<file path="src/mmc5_params.svh">
// Address decode constants and reset values shared by the MMC5 mapper RTL and its testbench
`ifndef MMC5_PARAMS_SVH
`define MMC5_PARAMS_SVH

// Matched against prg_ain[15:10]
`define MMC5_REG_BASE        6'b010100   // $5000 to $53FF register block
`define MMC5_EXRAM_BASE      6'b010111   // $5C00 to $5FFF expansion RAM window

// Offsets inside the register block, matched against prg_ain[9:0]
`define MMC5_REG_PRG_MODE    10'h100
`define MMC5_REG_CHR_MODE    10'h101
`define MMC5_REG_PROTECT1    10'h102     // Write 2 to unlock
`define MMC5_REG_PROTECT2    10'h103     // Write 1 to unlock
`define MMC5_REG_EXRAM_MODE  10'h104
`define MMC5_REG_PRG_RAM     10'h113     // Bank for $6000 to $7FFF
`define MMC5_REG_PRG_BANK0   10'h114     // First of four, $5114 to $5117
`define MMC5_REG_CHR_BANK0   10'h120     // First of eight, $5120 to $5127
`define MMC5_REG_CHR_UPPER   10'h130     // Upper two CHR bank bits
`define MMC5_REG_IRQ_LINE    10'h203     // Target scanline
`define MMC5_REG_IRQ_STATUS  10'h204     // Enable on write, status on read
`define MMC5_REG_MUL_A       10'h205     // Operand A, product low on read
`define MMC5_REG_MUL_B       10'h206     // Operand B, product high on read

// Sizes and limits
`define MMC5_PRG_WINDOWS     4           // 8 kB CPU windows at $8000 and up
`define MMC5_EXRAM_DEPTH     1024
`define MMC5_LAST_VISIBLE    240         // Targets at or past this never fire

// Physical layout and reset state
`define MMC5_RAM_BASE_HI     6'b111100   // Save RAM sits at the top of PRG space
`define MMC5_RESET_PRG_BANK3 8'h7F       // Last ROM bank at $E000

`endif

</file>
<file path="src/mmc5_cpu_pkg.sv">
// CPU side types for the MMC5 mapper, imported by the register file, PRG mapping and top level
`default_nettype none

package mmc5_cpu_pkg;

	// PRG banking mode
	// 0 one 32 kB bank
	// 1 two 16 kB banks
	// 2 16 kB then two 8 kB banks
	// 3 four 8 kB banks
	typedef logic [1:0] prg_mode_t;

	// CHR banking mode, 8/4/2/1 kB pages for modes 0 to 3
	typedef logic [1:0] chr_mode_t;

	// 8 kB PRG bank number
	// Bit 7 high selects ROM, low selects save RAM
	typedef logic [7:0] prg_bank_t;

	// Physical PRG address into the cartridge image
	typedef logic [21:0] prg_addr_t;

	// Expansion RAM mode
	// 0 and 1 write only while rendering
	// 2 plain read/write RAM
	// 3 read only
	typedef logic [1:0] exram_mode_t;

endpackage

`default_nettype wire

</file>
<file path="src/mmc5_ppu_pkg.sv">
// PPU side types for the MMC5 mapper, imported by the CHR mapping, scanline IRQ and top level
`default_nettype none

package mmc5_ppu_pkg;

	// Scanline as reported by the PPU, 0 to 261
	typedef logic [8:0] scanline_t;

	// 1 kB CHR bank, top two bits come from $5130
	typedef logic [9:0] chr_bank_t;

	// Physical CHR address into the cartridge image
	typedef logic [21:0] chr_addr_t;

endpackage

`default_nettype wire

</file>
<file path="src/chr_map.sv">
// CHR physical address from the CHR mode and bank set A, combinational, used by mmc5_top
`timescale 1ns/1ps
`default_nettype none

module chr_map (
	input  mmc5_cpu_pkg::chr_mode_t       chr_mode,
	input  mmc5_ppu_pkg::chr_bank_t [7:0] chr_bank,
	input  logic [13:0]                   chr_ain,   // Pattern tables use bits 12:0
	output mmc5_ppu_pkg::chr_addr_t       chr_aout
);
	import mmc5_ppu_pkg::*;

	chr_bank_t sel;        // 1 kB page number
	logic [2:0] idx4;      // Register for the 4 kB half
	logic [2:0] idx2;      // Register for the 2 kB quarter

	assign idx4 = {chr_ain[12], 2'b11};      // Bank 3 or 7
	assign idx2 = {chr_ain[12:11], 1'b1};    // Bank 1, 3, 5 or 7

	// Larger pages drop the bank's low bits for address bits
	always_comb begin
		case (chr_mode)
			2'd0:    sel = {chr_bank[7][6:0], chr_ain[12:10]};    // 8 kB
			2'd1:    sel = {chr_bank[idx4][7:0], chr_ain[11:10]}; // 4 kB
			2'd2:    sel = {chr_bank[idx2][8:0], chr_ain[10]};    // 2 kB
			default: sel = chr_bank[chr_ain[12:10]];              // 1 kB
		endcase
	end

	// CHR ROM sits above PRG in the image
	assign chr_aout = {2'b10, sel, chr_ain[9:0]};

endmodule

`default_nettype wire

</file>
<file path="config.mk">
export PLATFORM = sky130hd
export DESIGN_NAME = chr_map
export DESIGN_NICKNAME = d
export VERILOG_FILES = /design/src/mmc5_params.svh /design/src/mmc5_cpu_pkg.sv /design/src/mmc5_ppu_pkg.sv /design/src/chr_map.sv
export SDC_FILE = /design/constraint.sdc
export NUM_CORES = 1
export LEC_CHECK = 0
export BUFFER_PORTS_ARGS = -buffer_cell sky130_fd_sc_hd__buf_4
export CORE_ASPECT_RATIO = 1.5
export CORE_MARGIN = 2
export CORE_UTILIZATION = 33
export DETAILED_ROUTE_END_ITERATION = 12
export GPL_TIMING_DRIVEN = 0
export PLACE_DENSITY = 0.85
export SYNTH_ARGS = -nofsm -noshare
export SYNTH_HDL_FRONTEND = slang
export SYNTH_SLANG_ARGS = --single-unit
</file>
<file path="constraint.sdc">
create_clock -name vclk -period 2.07
set_clock_uncertainty 0.2 [all_clocks]
set_input_delay 0.3105 -clock vclk [all_inputs]
set_output_delay 0.3105 -clock vclk [all_outputs]
set_load 0.05 [all_outputs]
</file>
==> reports/metrics.cfg <==
[worst_hold_path]
min_to = chr_aout[5]
whs_path_depth = 2
hp-start = chr_ain[5]
hp-class = in2out

[yosys]
yosys.area.top_type_share = 0.4865
postSynthCellCount = 101
syn_area_per_cell_um2 = 11.00
yosys_warnings = 0
yosys.area.top_type = mux4_2
syn_nets = 197
ys_types = 27
synth.cell_area_um2 = 1111
synth-seq-area-share = 0
synthTopCellsByArea = mux4_2, mux2i_1, buf_4, mux2_2, a211oi_1

[global_route]
grt_overflow = 0
grt_pass1_vias = 1534
grt_usage = 0.2263
antenna_found_initial = 0
grt_max_degree = 11
grt_pass1_wl_um = 6768

[worst_setup_path]
cp-start-kind = input pin
critPathKind = in2out
critPathRequiredTime_ns = 1.56
cp_max_fo = 7
end_kind = primary output
cp.arrival_ns = 1.87

[placement]
place.gp.congestion = 0.8090
dpl_worst_slack_ns = -0.3628
place_inst = 242
hpwl_um = 3510
port_buffers = 101

[pwr]
power_uw = 633.7
comb_power_share = 1.000
p_per_area_nw_per_um2 = 289.1
pwr-share-seq = 0
leakagePower_uw = 0.001027
peakVddDrop_v = 0.0002079
p_sw_uw = 294.1
switching_share = 0.4641
internal_power_uw = 339.6
pwr-share-clk = 0

[floorplan]
ioPinCount = 118
rows = 25
die_h_um = 75.07
die_x_um = 51.38
die_area_um2 = 3856
core_area_um2 = 3191
initial_core_util = 0.3482

[run_status]
outcome = finished with violations
violations = setup timing

[timing]
timing.final.ws_setup_ns = -0.3153
post-route-period-util = 1.152
setup_tns_ns = -2.041
finalMaxSlewViolations = 0
max_freq_mhz = 419.2
grt_setup_unrepaired = yes
hold_viol_final = 0
layout_min_cycle_time_ns = 2.385
finalSetupViolations = 10

[final_layout]
clock_buffers = 0
ff_latch_area_um2 = 0
final.fill_count = 262
layout_common_cells = buf_4, mux4_2, mux2i_1
num_antenna_cells = 0
flops_and_latches = 0
utilization = 0.6871
layout.nets = 308
final_cells = 250
drive_above_1_share = 0.8238
multi_input_area_um2 = 1033
area_delta_synth_final_pct = 97.30
layout_commonest_cell = buf_4

[drt]
firstDrtPassIters = 4
initialDrtViolationCount = 13
drc = 0
vias_per_cell = 5.436
wl_per_cell_um = 17.60
routed_wl_um = 4401
drtAntennaViolNets = 0
vias = 1359

[cts]
hold_buffers = 0

[run]
maxCapViolations = 0

==> how the worst max path moves through the flow <==
stage                         endpoint         from
final                     chr_aout[16]  chr_ain[12]
after global routing      chr_aout[16]  chr_ain[12]
after CTS                 chr_aout[16]  chr_ain[12]
after detailed placement  chr_aout[16]  chr_ain[11]
after global placement    chr_aout[18]  chr_ain[11]
after floorplan           chr_aout[14]  chr_ain[12]
==> worst max-delay path, stage by stage <==
cell and delay [ns]:
buf_12 0.10, mux4_2 0.51, mux2_4 0.27, mux4_2 0.51, buf_8 0.17
==> timing repair <==
action                                 4_1_cts  5_1_grt
pin swaps                                    0        2
endpoints found under the hold margin        0        0
setup endpoints to repair                   10       10
gates cloned                                 0        1
buffers inserted                             2        5
gates resized for setup                     23        4
==> logic make-up (layout without fill, tap and decap cells) <==
family	Yosys count	count (layout)	synth area share
AOI/OAI and AO/OA	19	19	0.1374
buffers and inverters	26	135	0.1453
muxes	42	42	0.6565
other	2	2	0.006759
and+or+nand+nor	12	12	0.05406
==> synthesized netlist by cell type (all sizes together) (2+ instances only) <==
master / number
a22o: 3
buf: 18
nor2: 4
mux4: 24
mux2i: 11
inv: 2
nand2: 2
a311o: 3
o21ai: 2
clkbuf: 5
conb: 2
a211oi: 5
mux2: 7
a22oi: 2
==> per-stage QoR <==
step                hold WS [ns]  cell area (um2)
global route              0.6786             2192
global placement          0.6752             2001
finish                    0.6751             2192
floorplan                 0.5881             1192
detailed placement        0.6759             2001
CTS                       0.6759             2102
==> metal layers <==
metal	GRT usage	share of wire
met3	0.04167	0.087
met5	0	0
met1	0.2371	0.32
met2	0.4758	0.59
met4	0.008772	0
==> power by group through the flow <==
stage	sequential [uW]	clock (uW)	combinational, uW
3_3_place_gp	0	0	569
5_1_grt	0	0	668
6_report	0	0	634
4_1_cts	0	0	611
2_1_floorplan	0	0	364
3_5_place_dp	0	0	575
==> final cells by class <==
cell class / count / area share
Multi-Input combinational cell: 75 / 0.4715
Timing Repair Buffer: 109 / 0.4007
Buffer: 23 / 0.09932
Tap cell: 40 / 0.02283
Inverter: 3 / 0.005708
(Power assumes the default switching activity.)
