[src/mmc5_params.svh]
// Address decode constants and reset values shared by the MMC5 mapper RTL and its testbench
`ifndef MMC5_PARAMS_SVH
`define MMC5_PARAMS_SVH

// Matched against prg_ain[15:10]
`define MMC5_REG_BASE        6'b010100   // $5000 to $53FF register block
`define MMC5_EXRAM_BASE      6'b010111   // $5C00 to $5FFF expansion RAM window

// Offsets inside the register block, matched against prg_ain[9:0]
`define MMC5_REG_PRG_MODE    10'h100
`define MMC5_REG_CHR_MODE    10'h101
`define MMC5_REG_PROTECT1    10'h102     // Write 2 to unlock
`define MMC5_REG_PROTECT2    10'h103     // Write 1 to unlock
`define MMC5_REG_EXRAM_MODE  10'h104
`define MMC5_REG_PRG_RAM     10'h113     // Bank for $6000 to $7FFF
`define MMC5_REG_PRG_BANK0   10'h114     // First of four, $5114 to $5117
`define MMC5_REG_CHR_BANK0   10'h120     // First of eight, $5120 to $5127
`define MMC5_REG_CHR_UPPER   10'h130     // Upper two CHR bank bits
`define MMC5_REG_IRQ_LINE    10'h203     // Target scanline
`define MMC5_REG_IRQ_STATUS  10'h204     // Enable on write, status on read
`define MMC5_REG_MUL_A       10'h205     // Operand A, product low on read
`define MMC5_REG_MUL_B       10'h206     // Operand B, product high on read

// Sizes and limits
`define MMC5_PRG_WINDOWS     4           // 8 kB CPU windows at $8000 and up
`define MMC5_EXRAM_DEPTH     1024
`define MMC5_LAST_VISIBLE    240         // Targets at or past this never fire

// Physical layout and reset state
`define MMC5_RAM_BASE_HI     6'b111100   // Save RAM sits at the top of PRG space
`define MMC5_RESET_PRG_BANK3 8'h7F       // Last ROM bank at $E000

`endif

[src/mmc5_ppu_pkg.sv]
// PPU side types for the MMC5 mapper, imported by the CHR mapping, scanline IRQ and top level
`default_nettype none

package mmc5_ppu_pkg;

	// Scanline as reported by the PPU, 0 to 261
	typedef logic [8:0] scanline_t;

	// 1 kB CHR bank, top two bits come from $5130
	typedef logic [9:0] chr_bank_t;

	// Physical CHR address into the cartridge image
	typedef logic [21:0] chr_addr_t;

endpackage

`default_nettype wire

[src/scanline_irq.sv]
// Scanline match IRQ with pending flag cleared by a $5204 read, instanced by mmc5_top
`timescale 1ns/1ps
`default_nettype none
`include "mmc5_params.svh"

module scanline_irq (
	input  logic                    clk,
	input  logic                    rst_n,
	input  logic                    ce,
	input  logic                    ppu_ce,        // PPU dot strobe
	input  logic [15:0]             prg_ain,
	input  logic                    prg_read,
	input  logic                    ppu_in_frame,
	input  mmc5_ppu_pkg::scanline_t ppu_scanline,
	input  logic [7:0]              irq_target,
	input  logic                    irq_enable,
	output logic                    irq_pending,
	output logic                    irq
);
	import mmc5_ppu_pkg::*;

	scanline_t target_line;
	logic      target_ok;    // Non-zero and visible
	logic      irq_trig;     // PPU was on the target line at the last strobe
	logic      last_low;     // Scanline bit 0 at the last strobe
	logic      status_rd;
	logic      line_step;

	assign target_line = {1'b0, irq_target};
	assign target_ok   = (irq_target != 8'd0) && (target_line < `MMC5_LAST_VISIBLE);
	assign status_rd   = ce && prg_read && (prg_ain == {`MMC5_REG_BASE, `MMC5_REG_IRQ_STATUS});
	assign line_step   = ppu_scanline[0] != last_low;  // Scanline just advanced

	always_ff @(posedge clk) begin
		if (!rst_n) begin
			irq_trig    <= 1'b0;
			last_low    <= 1'b0;
			irq_pending <= 1'b0;
		end else begin
			if (ppu_ce) begin
				irq_trig <= target_ok && (ppu_scanline == target_line);
				last_low <= ppu_scanline[0];
			end
			if (status_rd || (ppu_ce && !ppu_in_frame))
				irq_pending <= 1'b0;  // Acknowledge or vblank
			else if (ppu_ce && line_step && irq_trig)
				irq_pending <= 1'b1;  // First strobe past the target line
		end
	end

	assign irq = irq_pending && irq_enable;

endmodule

`default_nettype wire
[config.mk]
export PLATFORM = sky130hd
export DESIGN_NAME = scanline_irq
export DESIGN_NICKNAME = d
export VERILOG_FILES = /design/src/mmc5_ppu_pkg.sv /design/src/scanline_irq.sv
export VERILOG_INCLUDE_DIRS = /design/src /design/src/src
export SDC_FILE = /design/constraint.sdc
export NUM_CORES = 1
export LEC_CHECK = 0
export ABC_CLOCK_PERIOD_IN_PS = 1200
export BUFFER_PORTS_ARGS = -buffer_cell sky130_fd_sc_hd__buf_2
export CAP_MARGIN = 20
export CORE_AREA = 2 2 39 41
export CTS_BUF_LIST = sky130_fd_sc_hd__clkbuf_4 sky130_fd_sc_hd__clkbuf_8 sky130_fd_sc_hd__clkbuf_16
export CTS_CLUSTER_SIZE = 20
export DETAILED_ROUTE_END_ITERATION = 10
export DIE_AREA = 0 0 41 43
export SLEW_MARGIN = 15
export SYNTH_ARGS = -nofsm -noshare
export SYNTH_HDL_FRONTEND = slang
export SYNTH_SLANG_ARGS = --single-unit
[constraint.sdc]
create_clock -name clk -period 1.2 [get_ports clk]
set_input_delay 0.06 -clock clk [delete_from_list [all_inputs] [get_ports clk]]
set_output_delay 0.06 -clock clk [all_outputs]
set_load 0.02 [all_outputs]
==> results by group <==
Timing
  • Period minus WS final: 0.897 ns
  • Final Hold Violating Endpoints: 0
  • Final period util: 74.7%
  • Tightest Pin Transition: 0.294 ns
  • Final setup vio count: 0
  • Fmax: 1.12 GHz
  • Slew headroom: 80.1%
  • Max Slew Vio Count: 0
  • Final Skew: 0.000122 ns
  • Fin worst setup slack: 0.303 ns
  • Final setup TNS: 0 ns
  • RSZ-0062 raised after global routing: no

Yosys
  • Top post-synthesis cells by count: 6 x xor2_1, 3 x dfxtp_1, 3 x nand2_1, 3 x nand3_1, 3 x nor4_1
  • Synth Flop Type: dfxtp_1
  • Synth Instances: 38
  • Post-synthesis area per instance: 7.80 µm²
  • Top cells by area, synth: dfxtp_1 20%, xor2_1 18%, nor4_1 6.3%
  • Synth cell types: 20
  • Sequential share of the synthesized area: 20.3%
  • Synth Cell Area: 297 µm²
  • Top cell type's share of synthesized area: 20.3%
  • FFs w/ async S/R, synth: 0%
  • Most instantiated library cell after synthesis: xor2_1
  • Syn Nets: 78
  • Synthesis Warnings: 0
  • Post-synth EDFFs: 0
  • Seq cells post-synth: 3
  • Dominant cell type by area after synthesis: dfxtp_1

Critical path
  • Worst Setup End Kind: primary output
  • CP Data Required Time: 1.14 ns
  • Arrival @ worst endpoint: 0.84 ns
  • Critical path fanouts, max: 3
  • Crit Path Class: reg2out
  • CP Launch Type: register

Global routing
  • Pin count of the biggest net entering global routing: 5
  • Initial antenna violation count: 0
  • Grt ovf: 0
  • First-pass GRT wire length: 1.50 mm
  • Total Routing Usage GR: 12.9%
  • Number of global-route vias before repair: 454

Clocking
  • CTS buffer count: 3
  • Clk_lat worst skew: 0.23 ns
  • CTS Hold Bufs: 0
  • Clk root buf: clkbuf_4
  • Clk sinks: 3
  • Clk pin slew, worst setup/hold paths: 0.03 ns
  • Post-CTS Setup Bufs: 0
  • Post_cts resized: 0
  • Bufs on Longest Clock Path: 2
  • CTS tree: built
  • H-tree levels: 1

Floorplanning
  • Row Count: 14
  • Core Box Area: 0.00138 mm²
  • Io pins: 42
  • Starting Density: 21.4%
  • Die X: 41 µm
  • Die height: 43 µm
  • DIE AREA: 0.00176 mm²

Detailed routing
  • Vias: 449
  • Drt total wl: 902 µm
  • Antenna-violating nets left: 0
  • DRC: 0
  • Initial DRC Count: 2
  • Vias per inst: 4.54
  • WL/cell: 9.11 µm
  • Detailed Routing Iterations Pass 1: 2

Final layout
  • Diode count: 0
  • Share of cells above drive strength 1: 56.6%
  • Nets: 124
  • Seq. cell area: 60.1 µm²
  • Multi-input gate area: 233 µm²
  • Number of fill cells: 151
  • Finished Cell Area: 552 µm²
  • Area grow syn2layout: 86.1%

Placement
  • Buffers on Ports: 41
  • DP HPWL: 833 µm
  • Routability congestion estimate: 0.613
  • Placed Area: 522 µm²
  • Setup slack at placement: 0.316 ns

Outcome
  • Status: finished clean

Run
  • Max cap viols: 0

Pwr
  • Worst ir drop on vdd: 408 µV
  • Overall Power: 416 µW
  • Lkg Pwr: 0.000278 µW
  • Power per cell area: 753 mW/mm²

Worst hold path
  • Worst Hold Class: in2reg
[through the flow]
stage	util (%)	cells	hold WS [ns]
2_1_floorplan	-	38	0.188
3_3_place_gp	37.7	95	0.319
3_5_place_dp	37.7	95	0.338
4_1_cts	39.9	99	0.0964
5_1_grt	39.9	99	0.119
6_report	39.9	99	0.102
[area by class of cell]
cell class / instances / share of cell area [%]
Sequential cell: 3 / 10.9
Timing Repair Buffer: 41 / 37.2
Inverter: 1 / 0.680
Clock buffer: 4 / 5.44
Multi-Input combinational cell: 34 / 42.2
Tap cell: 16 / 3.63
[cells in the final DEF (no fill, tap or decap)]
master,count
o21ai_1,1
dfxtp_1,3
clkbuf_4,4
nor2b_1,1
mux2i_1,1
nor4_1,3
o21ai_0,1
nand2_1,3
nand4_1,1
inv_1,1
nor4b_1,2
and2_1,1
nor3_1,2
nor2_1,2
o21ai_2,1
buf_2,41
nor4bb_1,1
nand3_1,3
xnor2_1,2
xor2_1,6
nor4_2,1
a31oi_1,2
[power breakdown]
part	switching, µW	total, µW	internal (µW)
combinational	46.0	115	68.5
sequential	1.17	104	102
clock	50.4	197	147
[worst paths after layout]
check                   start     endpoint  slack [ns]  depth (start not counted)
setup / recovery  irq_pending          irq        0.30                          2
hold / removal          rst_n     last_low        0.10                          2
setup reg to reg     last_low  irq_pending        0.39                          3
hold reg to reg      irq_trig     irq_trig        0.47                          2
[flip-flops by register name, summed over array words and instances (netlist names)]
signal / cells
irq_trig: 1
last_low: 1
irq_pending: 1
[layer usage]
| metal | share of wire, % | GRT usage, % | vias to the layer above |
|---|---|---|---|
| li1 | - | - | 231 |
| met1 | 30 | 9.87 | 179 |
| met2 | 48 | 23.1 | 39 |
| met3 | 22 | 6.28 | 0 |
| met4 | 0 | 8.00 | 0 |
| met5 | 0 | 0 | - |
[worst max-delay path, cell delays in order (launching register included)]
cell and delay, ns:
dfxtp_1 0.33, and2_1 0.12, buf_2 0.15
[kinds of logic (layout without fill, tap and decap cells)]
family / count (synthesis) / in the layout / synth area share [%]
buffers and inverters: 1 / 46 / 1.26
multiplexers: 1 / 1 / 3.38
XOR/XNOR: 8 / 8 / 23.6
AO/OA/AOI/OAI: 5 / 5 / 10.5
flip-flops: 3 / 3 / 20.3
AND/OR/NAND/NOR: 20 / 20 / 40.9
Note: power is estimated with default switching activity, not from simulation.
