===== src/mmc5_params.svh =====
// Address decode constants and reset values shared by the MMC5 mapper RTL and its testbench
`ifndef MMC5_PARAMS_SVH
`define MMC5_PARAMS_SVH

// Matched against prg_ain[15:10]
`define MMC5_REG_BASE        6'b010100   // $5000 to $53FF register block
`define MMC5_EXRAM_BASE      6'b010111   // $5C00 to $5FFF expansion RAM window

// Offsets inside the register block, matched against prg_ain[9:0]
`define MMC5_REG_PRG_MODE    10'h100
`define MMC5_REG_CHR_MODE    10'h101
`define MMC5_REG_PROTECT1    10'h102     // Write 2 to unlock
`define MMC5_REG_PROTECT2    10'h103     // Write 1 to unlock
`define MMC5_REG_EXRAM_MODE  10'h104
`define MMC5_REG_PRG_RAM     10'h113     // Bank for $6000 to $7FFF
`define MMC5_REG_PRG_BANK0   10'h114     // First of four, $5114 to $5117
`define MMC5_REG_CHR_BANK0   10'h120     // First of eight, $5120 to $5127
`define MMC5_REG_CHR_UPPER   10'h130     // Upper two CHR bank bits
`define MMC5_REG_IRQ_LINE    10'h203     // Target scanline
`define MMC5_REG_IRQ_STATUS  10'h204     // Enable on write, status on read
`define MMC5_REG_MUL_A       10'h205     // Operand A, product low on read
`define MMC5_REG_MUL_B       10'h206     // Operand B, product high on read

// Sizes and limits
`define MMC5_PRG_WINDOWS     4           // 8 kB CPU windows at $8000 and up
`define MMC5_EXRAM_DEPTH     1024
`define MMC5_LAST_VISIBLE    240         // Targets at or past this never fire

// Physical layout and reset state
`define MMC5_RAM_BASE_HI     6'b111100   // Save RAM sits at the top of PRG space
`define MMC5_RESET_PRG_BANK3 8'h7F       // Last ROM bank at $E000

`endif


===== src/mmc5_cpu_pkg.sv =====
// CPU side types for the MMC5 mapper, imported by the register file, PRG mapping and top level
`default_nettype none

package mmc5_cpu_pkg;

	// PRG banking mode
	// 0 one 32 kB bank
	// 1 two 16 kB banks
	// 2 16 kB then two 8 kB banks
	// 3 four 8 kB banks
	typedef logic [1:0] prg_mode_t;

	// CHR banking mode, 8/4/2/1 kB pages for modes 0 to 3
	typedef logic [1:0] chr_mode_t;

	// 8 kB PRG bank number
	// Bit 7 high selects ROM, low selects save RAM
	typedef logic [7:0] prg_bank_t;

	// Physical PRG address into the cartridge image
	typedef logic [21:0] prg_addr_t;

	// Expansion RAM mode
	// 0 and 1 write only while rendering
	// 2 plain read/write RAM
	// 3 read only
	typedef logic [1:0] exram_mode_t;

endpackage

`default_nettype wire


===== src/mmc5_ppu_pkg.sv =====
// PPU side types for the MMC5 mapper, imported by the CHR mapping, scanline IRQ and top level
`default_nettype none

package mmc5_ppu_pkg;

	// Scanline as reported by the PPU, 0 to 261
	typedef logic [8:0] scanline_t;

	// 1 kB CHR bank, top two bits come from $5130
	typedef logic [9:0] chr_bank_t;

	// Physical CHR address into the cartridge image
	typedef logic [21:0] chr_addr_t;

endpackage

`default_nettype wire


===== src/mmc5_regs.sv =====
// MMC5 register file with write decode, multiplier and CPU read-back mux, instanced by mmc5_top
`timescale 1ns/1ps
`default_nettype none
`include "mmc5_params.svh"

module mmc5_regs (
	input  logic                                              clk,
	input  logic                                              rst_n,
	input  logic                                              ce,           // CPU cycle strobe
	input  logic [15:0]                                       prg_ain,
	input  logic [7:0]                                        prg_din,
	input  logic                                              prg_write,
	input  logic                                              prg_read,
	input  logic                                              irq_pending,
	input  logic                                              ppu_in_frame,
	input  logic [7:0]                                        exram_q,      // Registered ExRAM byte
	input  logic                                              exram_readable,
	output mmc5_cpu_pkg::prg_mode_t                           prg_mode,
	output mmc5_cpu_pkg::chr_mode_t                           chr_mode,
	output mmc5_cpu_pkg::exram_mode_t                         exram_mode,
	output logic                                              ram_we,       // Both protect keys set
	output logic [2:0]                                        prg_ram_bank,
	output mmc5_cpu_pkg::prg_bank_t [`MMC5_PRG_WINDOWS-1:0]   prg_bank,
	output mmc5_ppu_pkg::chr_bank_t [7:0]                     chr_bank,
	output logic [7:0]                                        irq_target,
	output logic                                              irq_enable,
	output logic [7:0]                                        prg_dout
);
	import mmc5_ppu_pkg::*;

	logic       reg_sel;       // Address inside $5000 to $53FF
	logic       exram_sel;     // Address inside $5C00 to $5FFF
	logic       reg_wr;
	logic       protect1;
	logic       protect2;
	logic [1:0] chr_upper;     // Latched from $5130
	chr_bank_t  chr_bank_new;  // Value loaded into any CHR bank on write
	logic [7:0] mul_a;
	logic [7:0] mul_b;
	logic [15:0] product;

	assign reg_sel      = (prg_ain[15:10] == `MMC5_REG_BASE);
	assign exram_sel    = (prg_ain[15:10] == `MMC5_EXRAM_BASE);
	assign reg_wr       = ce && prg_write && reg_sel;
	assign chr_bank_new = {chr_upper, prg_din};
	assign ram_we       = protect1 && protect2;
	assign product      = mul_a * mul_b;  // 8x8 unsigned

	always_ff @(posedge clk) begin
		if (!rst_n) begin
			prg_mode     <= 2'd3;  // Four 8 kB windows
			chr_mode     <= 2'd0;
			exram_mode   <= 2'd0;
			protect1     <= 1'b0;
			protect2     <= 1'b0;
			prg_ram_bank <= 3'd0;
			prg_bank     <= '0;
			prg_bank[3]  <= `MMC5_RESET_PRG_BANK3;  // Boot from the last ROM bank
			chr_bank     <= '0;
			chr_upper    <= 2'd0;
			irq_target   <= 8'd0;
			irq_enable   <= 1'b0;
		end else if (reg_wr) begin
			case (prg_ain[9:0])
				`MMC5_REG_PRG_MODE:   prg_mode     <= prg_din[1:0];
				`MMC5_REG_CHR_MODE:   chr_mode     <= prg_din[1:0];
				`MMC5_REG_PROTECT1:   protect1     <= (prg_din[1:0] == 2'b10);
				`MMC5_REG_PROTECT2:   protect2     <= (prg_din[1:0] == 2'b01);
				`MMC5_REG_EXRAM_MODE: exram_mode   <= prg_din[1:0];
				`MMC5_REG_PRG_RAM:    prg_ram_bank <= prg_din[2:0];
				`MMC5_REG_CHR_UPPER:  chr_upper    <= prg_din[1:0];
				`MMC5_REG_IRQ_LINE:   irq_target   <= prg_din;
				`MMC5_REG_IRQ_STATUS: irq_enable   <= prg_din[7];
				default: begin
				end
			endcase
			// Bank groups decoded by their aligned base
			if ({prg_ain[9:2], 2'b00} == `MMC5_REG_PRG_BANK0)
				prg_bank[prg_ain[1:0]] <= prg_din;
			if ({prg_ain[9:3], 3'b000} == `MMC5_REG_CHR_BANK0)
				chr_bank[prg_ain[2:0]] <= chr_bank_new;  // Upper bits captured now
		end
	end

	// Multiplier operands
	always_ff @(posedge clk) begin
		if (reg_wr && prg_ain[9:0] == `MMC5_REG_MUL_A)
			mul_a <= prg_din;
		if (reg_wr && prg_ain[9:0] == `MMC5_REG_MUL_B)
			mul_b <= prg_din;
	end

	// Read-back, open bus reads as FF
	always_comb begin
		prg_dout = 8'hFF;
		if (prg_read) begin
			if (exram_sel && exram_readable) begin
				prg_dout = exram_q;  // Modes 2 and 3 only
			end else if (reg_sel) begin
				case (prg_ain[9:0])
					`MMC5_REG_IRQ_STATUS: prg_dout = {irq_pending, ppu_in_frame, 6'b111111};
					`MMC5_REG_MUL_A:      prg_dout = product[7:0];
					`MMC5_REG_MUL_B:      prg_dout = product[15:8];
					default:              prg_dout = 8'hFF;
				endcase
			end
		end
	end

endmodule

`default_nettype wire


===== config.mk =====
export PLATFORM = sky130hd
export DESIGN_NAME = mmc5_regs
export DESIGN_NICKNAME = d
export VERILOG_FILES = /design/src/mmc5_cpu_pkg.sv /design/src/mmc5_ppu_pkg.sv /design/src/mmc5_regs.sv
export VERILOG_INCLUDE_DIRS = /design/src /design/src/src
export SDC_FILE = /design/constraint.sdc
export NUM_CORES = 1
export LEC_CHECK = 0
export BUFFER_PORTS_ARGS = -buffer_cell sky130_fd_sc_hd__buf_2
export CELL_PAD_IN_SITES_DETAIL_PLACEMENT = 0
export CELL_PAD_IN_SITES_GLOBAL_PLACEMENT = 1
export CORE_ASPECT_RATIO = 0.5
export CORE_MARGIN = 1.5
export CORE_UTILIZATION = 47
export CTS_BUF_LIST = sky130_fd_sc_hd__clkbuf_4 sky130_fd_sc_hd__clkbuf_8
export DETAILED_ROUTE_END_ITERATION = 8
export GPL_ROUTABILITY_DRIVEN = 0
export PLACE_DENSITY = 0.95
export SKIP_CTS_REPAIR_TIMING = 1
export SLEW_MARGIN = 25
export SYNTH_ARGS = -nofsm -noshare
export SYNTH_HDL_FRONTEND = slang
export SYNTH_SLANG_ARGS = --single-unit

===== constraint.sdc =====
create_clock -name clk -period 7.3 [get_ports clk]
set_clock_uncertainty 0.2 [all_clocks]
set_input_delay 0.73 -clock clk [delete_from_list [all_inputs] [get_ports clk]]
set_output_delay 0.73 -clock clk [all_outputs]
set_load 0.005 [all_outputs]

==> flow_summary.ini <==
[cts]
cts-buffers-inserted = 17
cts_buffer_depth = 2
root_buffer = clkbuf_8
clock_latency_ns = 0.43
ctsHtreeMaxLevel = 4
clk_pin_slew_ns = 0.08
cts_tree = done
cts_sinks = 150

[yosys]
yosys_warnings = 0
synth-seq-cells = 150
ys_seq_area_share_pct = 38.9
async_flop_share_pct = 0
synth_ff_type = dfxtp_1
ys_types = 53
synth_cells = 815
syn_area_per_cell_sq_um = 9.97
synthesis.area_sq_um = 8130
syn_nets = 927
synth_edf_count = 16

[sta]
worst_pin_slew_ns = 1.03
setup_tns_ns = 0
fmax_ghz = 0.160
grt_setup_unrepaired = no
setup_viol = 0
post-route-period-util_pct = 85.4
maxSlewViolCount = 0
post-route-min-period_ns = 6.23
hold_viol_final = 0
slew_headroom_pct = 30.7

[finish]
diodes = 0
final_cell_mix = 178 x buf_2, 134 x dfxtp_1, 109 x mux2i_1
fillers = 1467
final-seq-area_sq_um = 3160
drive_above_1_share_pct = 23.3
area_delta_synth_final_pct = 17.7
fin_nets = 1079
multi_input_area_sq_um = 4600
final_common_cell = buf_2

[power_and_ir_drop]
finalPower_mw = 1.56
p_leak_nw = 4.07
cellPowerDensity_nw_per_um2 = 163
vdd_drop_max_mv = 0.133

[critical_path]
critPathKind = flip-flop to output port
worstPathArrival_ns = 5.30
required_ns = 6.37
worst_setup_path_start_kind = flip-flop
ff2ff_path_depth = 2
critPathMaxFanout = 8
critPathCaptureType = output port

[floorplanning]
row_count = 33
dieArea_sq_um = 18100
pin_count = 179
dieHeight_um = 96.0
dieWidth_um = 189
coreArea_sq_um = 16600
initial_core_util_pct = 48.8

[grt]
grt_pass1_vias = 6060
grt_pass1_wl_mm = 32.3
grt_antenna_before_repair = 0
grt_overflow = 0
grt_max_degree = 135
grt_usage_pct = 23.2

[drt]
drtPass1Iterations = 4
num_vias = 6225
final_antenna_net_count = 0
dr.first_iter.drc_count = 421
drcViolationCount = 0
wl_mm = 20.7
wl_per_cell_um = 17.1
routed_via_density = 5.16

[placed_design]
hpwl_mm = 14.8
portBuffers = 178

[worst_hold_path]
hold_path.class = flip-flop to flip-flop
whs_path_depth = 2

[flow_run]
cap_violations = 0

[outcome]
status = complete, no violations
==> stage by stage <==
| stage | hold slack, ns | instance area (sq um) | setup WS [ns] | instances | utilization, % |
|---|---|---|---|---|---|
| 2_1_floorplan | 0.251 | 8130 | 1.99 | 815 | - |
| 3_3_place_gp | 0.249 | 9150 | 1.58 | 1175 | 55.0 |
| 3_5_place_dp | 0.259 | 9150 | 1.54 | 1175 | 55.0 |
| 4_1_cts | 0.269 | 9560 | 1.05 | 1207 | 57.4 |
| 5_1_grt | 0.286 | 9560 | 0.752 | 1207 | 57.5 |
| 6_report | 0.267 | 9560 | 1.07 | 1207 | 57.5 |
==> synth_stat cells (2+ instances only) <==
cell / number / area [sq um]
xnor2_1: 7 / 61.3
inv_1: 53 / 199
nand2b_1: 5 / 31.3
a31oi_1: 6 / 37.5
nor2_4: 3 / 33.8
or4b_2: 2 / 20.0
nor4b_1: 3 / 26.3
and3b_1: 2 / 17.5
clkbuf_1: 42 / 158
nand3_1: 28 / 140
a21boi_0: 26 / 195
and3_1: 3 / 18.8
nor2_2: 3 / 18.8
nand3b_1: 2 / 15.0
xor2_1: 4 / 35.0
mux2i_1: 109 / 1090
nor2b_1: 101 / 632
nor4_1: 2 / 12.5
a21o_1: 4 / 30.0
a21oi_1: 12 / 60.1
buf_2: 3 / 15.0
nor3_1: 5 / 25.0
o211ai_1: 2 / 15.0
fa_1: 36 / 721
or4_1: 4 / 30.0
a211oi_1: 2 / 15.0
nand4_1: 4 / 25.0
ha_1: 36 / 450
edfxtp_1: 16 / 480
and2_1: 52 / 325
o21ai_0: 5 / 25.0
nor2_1: 15 / 56.3
dfxtp_1: 134 / 2680
nand2_1: 64 / 240
a221oi_1: 2 / 17.5
==> per-layer routing <==
metal	up-vias	wire (um)	track usage (%)
met5	-	0	0
met4	0	373	7.67
met3	33	1020	5.29
met2	146	9940	40.0
met1	3029	9350	29.1
li1	3017	-	-
==> state kept, by name, indices dropped and copies added, names as in the netlist, 2 cells and up <==
register,flops
chr_bank,80
chr_mode,2
chr_upper,2
exram_mode,2
irq_target,8
mul_a,8
mul_b,8
prg_bank,32
prg_mode,2
prg_ram_bank,3
==> critical path, stage by stage (launching register included) <==
cell,delay [ns]
edfxtp_1,0.50
and2_1,0.21
fa_1,0.50
fa_1,0.52
fa_1,0.54
inv_1,0.05
fa_1,0.53
inv_1,0.04
ha_1,0.39
a21oi_1,0.16
o211ai_1,0.20
a2111oi_0,0.62
xnor2_1,0.15
a221oi_1,0.27
nor2_1,0.06
buf_2,0.13
==> path summary, 6_finish.rpt <==
check	startpoint	endpoint	slack, ns
worst max register to register	chr_upper[0]$_SDFFE_PN0P_	chr_bank[48]$_SDFFE_PN0P_	6.16
worst min-delay path	chr_bank[64]$_SDFFE_PN0P_	chr_bank[64]$_SDFFE_PN0P_	0.27
worst max-delay path	mul_b[7]$_DFFE_PP_	prg_dout[7]	1.07
worst min register to register	chr_bank[64]$_SDFFE_PN0P_	chr_bank[64]$_SDFFE_PN0P_	0.27
==> area by class of cell <==
cell class / instances / area share (%)
Tap cell: 227 / 2.97
Inverter: 53 / 2.08
Timing Repair Buffer: 180 / 9.51
Clock buffer: 20 / 2.68
Clock inverter: 12 / 1.62
Multi-Input combinational cell: 565 / 48.1
Sequential cell: 150 / 33.1
==> power by group <==
group	internal (mW)	switching [mW]	total, mW
Clock	0.350	0.313	0.663
Sequential	0.831	0.00000265	0.831
Combinational	0.0214	0.0414	0.0627
==> cell families (layout without fill, tap and decap cells) <==
| family | after synthesis | count (layout) | synth area share (%) |
|---|---|---|---|
| flops | 150 | 150 | 38.9 |
| buf+inv | 100 | 265 | 4.71 |
| compound gates | 67 | 67 | 5.70 |
| mux | 110 | 110 | 13.6 |
| simple gates | 305 | 305 | 21.5 |
| xor+xnor | 11 | 11 | 1.19 |
| fa+ha+maj | 72 | 72 | 14.4 |
(Power assumes the default switching activity.)
