--- src/mmc5_params.svh ---
// Address decode constants and reset values shared by the MMC5 mapper RTL and its testbench
`ifndef MMC5_PARAMS_SVH
`define MMC5_PARAMS_SVH

// Matched against prg_ain[15:10]
`define MMC5_REG_BASE        6'b010100   // $5000 to $53FF register block
`define MMC5_EXRAM_BASE      6'b010111   // $5C00 to $5FFF expansion RAM window

// Offsets inside the register block, matched against prg_ain[9:0]
`define MMC5_REG_PRG_MODE    10'h100
`define MMC5_REG_CHR_MODE    10'h101
`define MMC5_REG_PROTECT1    10'h102     // Write 2 to unlock
`define MMC5_REG_PROTECT2    10'h103     // Write 1 to unlock
`define MMC5_REG_EXRAM_MODE  10'h104
`define MMC5_REG_PRG_RAM     10'h113     // Bank for $6000 to $7FFF
`define MMC5_REG_PRG_BANK0   10'h114     // First of four, $5114 to $5117
`define MMC5_REG_CHR_BANK0   10'h120     // First of eight, $5120 to $5127
`define MMC5_REG_CHR_UPPER   10'h130     // Upper two CHR bank bits
`define MMC5_REG_IRQ_LINE    10'h203     // Target scanline
`define MMC5_REG_IRQ_STATUS  10'h204     // Enable on write, status on read
`define MMC5_REG_MUL_A       10'h205     // Operand A, product low on read
`define MMC5_REG_MUL_B       10'h206     // Operand B, product high on read

// Sizes and limits
`define MMC5_PRG_WINDOWS     4           // 8 kB CPU windows at $8000 and up
`define MMC5_EXRAM_DEPTH     1024
`define MMC5_LAST_VISIBLE    240         // Targets at or past this never fire

// Physical layout and reset state
`define MMC5_RAM_BASE_HI     6'b111100   // Save RAM sits at the top of PRG space
`define MMC5_RESET_PRG_BANK3 8'h7F       // Last ROM bank at $E000

`endif

--- src/mmc5_cpu_pkg.sv ---
// CPU side types for the MMC5 mapper, imported by the register file, PRG mapping and top level
`default_nettype none

package mmc5_cpu_pkg;

	// PRG banking mode
	// 0 one 32 kB bank
	// 1 two 16 kB banks
	// 2 16 kB then two 8 kB banks
	// 3 four 8 kB banks
	typedef logic [1:0] prg_mode_t;

	// CHR banking mode, 8/4/2/1 kB pages for modes 0 to 3
	typedef logic [1:0] chr_mode_t;

	// 8 kB PRG bank number
	// Bit 7 high selects ROM, low selects save RAM
	typedef logic [7:0] prg_bank_t;

	// Physical PRG address into the cartridge image
	typedef logic [21:0] prg_addr_t;

	// Expansion RAM mode
	// 0 and 1 write only while rendering
	// 2 plain read/write RAM
	// 3 read only
	typedef logic [1:0] exram_mode_t;

endpackage

`default_nettype wire

--- src/prg_window.sv ---
// Bank selection for one 8 kB CPU window, one instance per window under mmc5_top
`timescale 1ns/1ps
`default_nettype none
`include "mmc5_params.svh"

module prg_window #(
	parameter int WINDOW = 0  // 0 $8000, 1 $A000, 2 $C000, 3 $E000
) (
	input  mmc5_cpu_pkg::prg_mode_t                         prg_mode,
	input  mmc5_cpu_pkg::prg_bank_t [`MMC5_PRG_WINDOWS-1:0] prg_bank,
	output mmc5_cpu_pkg::prg_bank_t                         bank
);
	import mmc5_cpu_pkg::*;

	localparam logic [1:0] WIN = 2'(WINDOW);

	prg_bank_t bank3;   // $5117 always maps ROM
	prg_bank_t half;    // Source of the 16 kB half this window sits in
	prg_bank_t bank16;

	assign bank3  = {1'b1, prg_bank[3][6:0]};
	assign half   = WIN[1] ? bank3 : prg_bank[1];
	assign bank16 = {half[7:1], WIN[0]};  // Low bit picks the 8 kB page

	always_comb begin
		case (prg_mode)
			2'd0:    bank = {bank3[7:2], WIN};                   // 32 kB from bank 3
			2'd1:    bank = bank16;                              // 16 kB + 16 kB
			2'd2:    bank = WIN[1] ? (WIN[0] ? bank3 : prg_bank[2]) : bank16;
			default: bank = (WIN == 2'd3) ? bank3 : prg_bank[WIN]; // Plain 8 kB
		endcase
	end

endmodule

`default_nettype wire

--- config.mk ---
export PLATFORM = sky130hd
export DESIGN_NAME = prg_window
export DESIGN_NICKNAME = d
export VERILOG_FILES = /design/src/mmc5_cpu_pkg.sv /design/src/prg_window.sv
export VERILOG_INCLUDE_DIRS = /design/src /design/src/src
export SDC_FILE = /design/constraint.sdc
export NUM_CORES = 1
export LEC_CHECK = 0
export BUFFER_PORTS_ARGS = -buffer_cell sky130_fd_sc_hd__buf_2
export CORE_AREA = 4 4 41 43
export DETAILED_ROUTE_END_ITERATION = 10
export DIE_AREA = 0 0 45 47
export PLACE_DENSITY_LB_ADDON = 0.12
export SYNTH_ARGS = -nofsm -noshare
export SYNTH_HDL_FRONTEND = slang
export SYNTH_SLANG_ARGS = --single-unit
--- constraint.sdc ---
create_clock -name vclk -period 1.2
set_clock_uncertainty 0.05 [all_clocks]
set_input_delay 0.12 -clock vclk [all_inputs]
set_output_delay 0.12 -clock vclk [all_outputs]
set_load 0.01 [all_outputs]
==> results of run 1 <==
-- per-layer routing --
layer	vias up	routed length [um]
met5	-	0
met4	0	0
met3	0	57
met2	11	407
met1	124	293
li1	160	-
-- placed cells by master (no fill, tap or decap) --
| cell | n |
|---|---|
| o21ai_0 | 2 |
| buf_2 | 30 |
| a22oi_2 | 1 |
| and2_1 | 1 |
| ha_4 | 2 |
| o21ai_1 | 3 |
| inv_1 | 2 |
| a21oi_1 | 1 |
| a22oi_1 | 4 |
| o21ai_2 | 2 |
| buf_4 | 2 |
| nand2_1 | 8 |
-- cells by family after synthesis --
group,share of synthesized area
AOI/OAI and AO/OA,0.5151
buffers and inverters,0.1136
and+or+nand+nor,0.2197
adders and majority gates,0.1515
-- through the flow --
stage | std cells | setup TNS (ns) | worst slack (ns) | instance area (sq um) | util
after CTS | 73 | 0 | 0.002961 | 342.8 | 0.2635
after detailed placement | 73 | -0.5993 | -0.09606 | 337.8 | 0.2596
after floorplan | 27 | 0 | 0.1784 | 165.2 | -
final | 73 | 0 | 0.07394 | 367.9 | 0.2827
after global placement | 73 | -0.7170 | -0.1086 | 337.8 | 0.2596
after global routing | 73 | 0 | 0.007716 | 367.9 | 0.2827
-- layout make-up --
type,instances,area (sq um),share of cell area
multi-input cells,24,176.4,0.4796
repair buffers,32,165.2,0.4490
well taps,15,18.77,0.05102
inverters,2,7.507,0.02041
-- cell usage after synthesis --
library cell  count  share of area
o21ai_1           3          0.091
buf_6             1          0.068
o21ai_0           2          0.061
inv_1             2          0.045
and2_1            1          0.038
nand2_1           8           0.18
a22oi_1           5           0.23
ha_1              2           0.15
o21ai_2           2           0.11
a21oi_1           1          0.030
-- what timing repair did --
action	4_1_cts	5_1_grt
endpoints found under the hold margin	0	0
resized for setup	2	3
endpoints found under the setup margin	8	7
-- power by group --
group	total [mW]	internal [mW]	leakage [nW]	switching, mW
clock	0	0	0	0
sequential	0	0	0	0
combinational	0.153	0.0821	0.198	0.0705
total	0.153	0.0821	0.198	0.0705
-- worst min-delay path, delay by kind of cell --
family,cells,cell delay (ns)
buffers and inverters,2,0.19
AOI/OAI and AO/OA,1,0.04
and+or+nand+nor,1,0.05
-- path summary, 6_finish.rpt --
path / endpoint / slack (ns) / from
worst min-delay path: bank[3] / 0.48 / prg_bank[3]
worst max-delay path: bank[3] / 0.07 / prg_mode[0]
==> flow_summary.toml, run 1 <==
[drt]
vias = 295
firstDrtPassIters = 2
drc = 0
antenna_left = 0
routed_wl_um = 758
wl_per_cell_um = 10.38
avgViaCountPerCell = 4.041
drt_iter0_drc = 1

[floorplan]
start_util = 0.1269
die_w_um = 45
num_rows = 13
fp.dieArea_sq_mm = 0.002115
dieHeight_um = 47
core_area_sq_mm = 0.001301
io_pins = 42

[sta]
fmax_mhz = 888.1
setup_viol = 0
grt_setup_unrepaired = "no"
hold_slack_ns = 0.4757
worst_pin_slew_ns = 0.1879
finalCriticalPeriod_ns = 1.126
drv_slew = 0
hold_violations = 0
relSlewSlack = 0.8747
period_share = 0.9384

[run_status]
outcome = "finished, final reports clean"

[worst_setup_path]
startpoint_type = "input pin"
crit_chain = "buf_2 -> inv_1 -> ha_4 -> a22oi_1 -> o21ai_2 -> buf_2"
arrival_ns = 0.96
cp.required_ns = 1.03
path_class = "in2out"
end_kind = "output pin"
critPathMaxStageDelay_ns = 0.24
crit_fanout = 7
path_buf_inv = 3
critPathTopFamily = "buffers and inverters"
path_depth = 6
slowest_stage = "ha_4"
timing.critical_path.mode_cell = "buf_2"

[yosys]
synth_fp_nets = 63
syn_avg_cell_area_sq_um = 6.117
yosys_warnings = 0
synth_area_sq_um = 165.2
yosysSeqAreaShare = 0
synthDistinctLibCells = 10
synth_cells = 27

[finish]
seq_area_sq_um = 0
syn_to_final_growth_pct = 122.7
fill_cells = 164
seq_cell_count = 0
layout.nets = 96
num_antenna_cells = 0
clkbuf_count = 0
drive_gt1_frac = 0.6379

[cts]
postCtsHoldBufs = 0
post-cts-setup-buffers = 0

[job]
max-cap-violations = 0

[pwr]
total_power_uw = 152.6
power_density_mw_per_mm2 = 414.9
peakVddDrop_mv = 0.1147
p_leak_nw = 0.1980

[grt]
grt_pass1_wl_um = 1007
grt_overflow = 0
use_met1 = 0.07640
grt_max_degree = 16
antenna_found_initial = 0
grt_pass1_vias = 257
use_met2 = 0.1158
busiest_layer = "met2"
grt_use_met3 = 0
grt_use_total = 0.05901

[place]
gp_congestion = 0.5677
dp_hpwl_um = 623.4
port_buffers = 30

[hold_path]
min_path_type = "in2out"
min_path_cells = 4
Note: power is estimated with default switching activity, not from simulation.
==> inputs of run 2 (changes only) <==
--- a/config.mk
+++ b/config.mk
@@ -11,6 +11,7 @@
 export DETAILED_ROUTE_END_ITERATION = 10
 export DIE_AREA = 0 0 45 47
 export PLACE_DENSITY_LB_ADDON = 0.12
+export RECOVER_POWER = 50
 export SYNTH_ARGS = -nofsm -noshare
 export SYNTH_HDL_FRONTEND = slang
 export SYNTH_SLANG_ARGS = --single-unit
==> run 2 against run 1 <==
  * First-iteration DRC count unchanged
  * Hold slack unchanged
  * Setup slack worse by 0.00054 ns
  * Combinational power about the same
  * Largest cell class unchanged
==> flow_summary.toml, run 2 (synthesis gave the netlist of run 1 again) <==
[sta]
relSlewSlack = 0.8747
grt_setup_unrepaired = "no"
finalCriticalPeriod_ns = 1.127
setup_viol = 0
fmax_mhz = 887.6
hold_violations = 0
worst_pin_slew_ns = 0.1879
period_share = 0.9388
tns_ns = 0
drv_slew = 0

[cts]
postCtsHoldBufs = 0
post-cts-setup-buffers = 0

[finish]
syn_to_final_growth_pct = 120.5
clkbuf_count = 0
post-route-util = 0.2798
multi_input_area_sq_um = 176.4
num_antenna_cells = 0
mostFrequentLayoutCell = "buf_2"
layout.nets = 96
final_cell_mix = "27 x buf_2, 8 x nand2_1, 4 x a22oi_1"
seq_area_sq_um = 0
final_area_sq_um = 364.1
fill_cells = 166
fin_cells = 73
seq_cell_count = 0
drive_gt1_frac = 0.5862

[place]
postPlaceCellArea_sq_um = 337.8
dp.cells = 73
port_buffers = 30
gp_congestion = 0.5677
dp_hpwl_um = 623.4

[drt]
wl_per_cell_um = 10.41
antenna_left = 0
drc = 0
avgViaCountPerCell = 4.041
drt_iter0_drc = 1
routed_wl_um = 760
firstDrtPassIters = 2
vias = 295

[floorplan]
io_pins = 42
fp.dieArea_sq_mm = 0.002115
core_area_sq_mm = 0.001301
die_w_um = 45
dieHeight_um = 47
start_util = 0.1269
num_rows = 13

[pwr]
p_leak_nw = 0.1875
peakVddDrop_mv = 0.1148
power_density_mw_per_mm2 = 413.7

[worst_setup_path]
critPathMaxStageDelay_ns = 0.24
crit_chain = "buf_2 -> inv_1 -> ha_4 -> a22oi_1 -> o21ai_2 -> buf_2"
slowest_stage = "ha_4"
crit_fanout = 7
arrival_ns = 0.96
startpoint_type = "input pin"
end_kind = "output pin"
path_class = "in2out"
timing.critical_path.mode_cell = "buf_2"
cp.required_ns = 1.03

[grt]
grt_overflow = 0
grt_max_degree = 16
grt_use_total = 0.05901
antenna_found_initial = 0
grt_pass1_wl_um = 1007
grt_pass1_vias = 257

[run_status]
outcome = "finished, final reports clean"

[hold_path]
min_path_type = "in2out"

[job]
max-cap-violations = 0
[run 2: repair_timing]
item,in CTS,in global routing
gates resized for setup,2,3
endpoints found under the setup margin,8,7
gates cloned,0,0
[run 2: final timing paths]
kind / from / to / slack, ns / depth (start not counted)
min: prg_bank[3] / bank[3] / 0.48 / 4
max: prg_mode[0] / bank[3] / 0.07 / 6
[run 2: critical path: cells and delay by family]
kind                       cells  cell delay [ns]
buffers and inverters          3             0.32
AOI/OAI and AO/OA              2             0.27
adders and majority gates      1             0.24
[run 2: per-stage QoR]
stage	setup slack, ns	total power [mW]	hold slack (ns)
4_1_cts	0.002961	0.1426	0.4833
6_report	0.07340	0.1506	0.4757
3_3_place_gp	-0.1086	0.1397	0.4762
5_1_grt	0.007716	0.1666	0.4943
2_1_floorplan	0.1784	0.06922	0.3047
3_5_place_dp	-0.09606	0.1394	0.4808
[run 2: final cells by class]
class / instances / share of cell area
well taps: 15 / 0.05155
multi-input cells: 24 / 0.4845
inverters: 2 / 0.02062
repair buffers: 32 / 0.4433
[run 2: report_power, final]
part	leakage, nW	switching, mW	internal (mW)
Combinational	0.188	0.0708	0.0799
Sequential	0	0	0
Clock	0	0	0
Total	0.188	0.0708	0.0799
[run 2: metal layers]
| layer | track usage | wire length (um) | up-vias |
|---|---|---|---|
| met2 | 0.1158 | 406 | 11 |
| met4 | 0 | 0 | 0 |
| li1 | - | - | 161 |
| met5 | 0 | 0 | - |
| met1 | 0.07640 | 295 | 123 |
| met3 | 0 | 58 | 0 |
==> inputs of run 3 (changes only) <==
==> constraint.sdc (replaced) <==
create_clock -name vclk -period 0.9
set_clock_uncertainty 0.05 [all_clocks]
set_input_delay 0.09 -clock vclk [all_inputs]
set_output_delay 0.09 -clock vclk [all_outputs]
set_load 0.01 [all_outputs]
==> run 3 against run 2 <==
  * The flow now finishes with violations (setup timing)
  * Hold slack worse by 0.059 ns
  * Critical path depth unchanged
  * Total power up 51%
  * First-iteration DRC count unchanged
  * Die area unchanged
  * Final area up 11%
  * Sequential share of layout area unchanged
  * Setup slack worse by 0.15 ns
  * Global-route usage up 0.24 points
  * Via count up 3.7%
  * Critical path type unchanged
  * Highest routed layer unchanged
==> flow_summary.toml, run 3 (synthesis gave the netlist of run 1 again) <==
[drt]
avgViaCountPerCell = 4.192
routed_wl_um = 719
drt_iter0_drc = 1
maxUsedRoutingLayer = "met3"
drt-met1-wl_um = 218
met3_length_um = 56
wl_per_cell_um = 9.849
antenna_left = 0
firstDrtPassIters = 2
drc = 0
met2_length_um = 444
vias = 306

[sta]
hold_violations = 0
worst_pin_slew_ns = 0.1481
setup_ws_ns = -0.08106
grt_setup_unrepaired = "yes"
relSlewSlack = 0.9012
tns_ns = -0.5288
hold_slack_ns = 0.4163
period_share = 1.090
finalCriticalPeriod_ns = 0.9811
drv_slew = 0
fmax_mhz = 1019
setup_viol = 8

[finish]
layout.nets = 96
num_antenna_cells = 0
multi_input_area_sq_um = 183.9
fill_cells = 154
seq_area_sq_um = 0
fin_cells = 73
clkbuf_count = 0
drive_gt1_frac = 0.7241
seq_cell_count = 0
syn_to_final_growth_pct = 144.7
mostFrequentLayoutCell = "buf_2"
final_cell_mix = "28 x buf_2, 8 x nand2_1, 5 x o21ai_1, 5 x a22oi_2"

[worst_setup_path]
cp.required_ns = 0.76
end_kind = "output pin"
critPathTopFamily = "adder cells"
cp-endpoint = "bank[2]"
crit_chain = "buf_8 -> inv_4 -> ha_4 -> a22oi_2 -> o21ai_1 -> buf_2"
path_depth = 6
arrival_ns = 0.84
path_class = "in2out"
critPathMaxStageDelay_ns = 0.31
crit_fanout = 7
startpoint_type = "input pin"
path_buf_inv = 3
cp-startpoint = "prg_mode[1]"
slowest_stage = "ha_4"

[pwr]
p_sw_frac = 0.4451
switchingPower_uw = 101.1
p_seq_frac = 0
power_density_mw_per_mm2 = 561.9
pwr-share-clk = 0
combPwrFrac = 1.000
p_int_uw = 126.0
p_leak_nw = 0.2065
peakVddDrop_mv = 0.1615

[grt]
grt_use_total = 0.06137
grt_pass1_vias = 246
grt_max_degree = 10
grt_pass1_wl_um = 1028
antenna_found_initial = 0
grt_overflow = 0

[place]
gp_congestion = 0.6270
port_buffers = 30
dp_hpwl_um = 641.1
dp.cells = 73

[run_status]
outcome = "finished with violations"
violations = "setup timing"

[floorplan]
dieHeight_um = 47
start_util = 0.1269
fp.dieArea_sq_mm = 0.002115
io_pins = 42
core_area_sq_mm = 0.001301
num_rows = 13
die_w_um = 45

[job]
max-cap-violations = 0

[cts]
postCtsHoldBufs = 0

[hold_path]
min_path_type = "in2out"
## run 3: changes by cell type in the layout (fill, tap and decap cells not counted), sizes merged
cell	delta
clkbuf	-3
buf	+3
## run 3: cell type report
type,count,share of cell area
repair buffers,32,0.4675
multi-input cells,24,0.4551
well taps,15,0.04644
inverters,2,0.03096
## run 3: timing repair
action                                 CTS  global route
endpoints found under the hold margin    0             0
buffers inserted                         0             0
setup endpoints to repair                8             8
gates resized for setup                 14             0
pin swaps                                6             4
## run 3: worst min-delay path by stage
| stage | to | start | slack, ns | depth (start not counted) |
|---|---|---|---|---|
| floorplan | bank[3] | prg_bank[3] | 0.24 | 2 |
| global placement | bank[3] | prg_bank[3] | 0.42 | 4 |
| detailed placement | bank[3] | prg_bank[3] | 0.42 | 4 |
| CTS | bank[3] | prg_bank[3] | 0.42 | 4 |
| global route | bank[3] | prg_bank[3] | 0.42 | 4 |
| finish | bank[3] | prg_bank[3] | 0.42 | 4 |
## run 3: power groups by stage
stage	logic (mW)	clock network, mW	registers [mW]
2_1_floorplan	0.103	0	0
3_3_place_gp	0.195	0	0
3_5_place_dp	0.196	0	0
4_1_cts	0.231	0	0
5_1_grt	0.250	0	0
6_report	0.227	0	0
## run 3: through the flow
step	setup slack [ns]	total power, mW	area, sq um	util
3_3_place_gp	-0.1705	0.1951	350.3	0.2692
6_report	-0.08106	0.2271	404.1	0.3106
5_1_grt	-0.1542	0.2503	404.1	0.3106
4_1_cts	-0.1068	0.2313	404.1	0.3106
3_5_place_dp	-0.1817	0.1957	350.3	0.2692
2_1_floorplan	0.05174	0.1034	177.7	-
## run 3: routing by layer
metal  global-route usage  vias to the layer above
met5                    0                        -
met4                    0                        0
met3             0.007663                        0
met2               0.1299                        9
met1              0.06742                      137
li1                     -                      160
## run 3: worst min-delay path: cells and delay by family
kind	cells	cell delay, ns
buffers and inverters	2	0.19
and+or+nand+nor	1	0.05
AOI/OAI and AO/OA	1	0.05
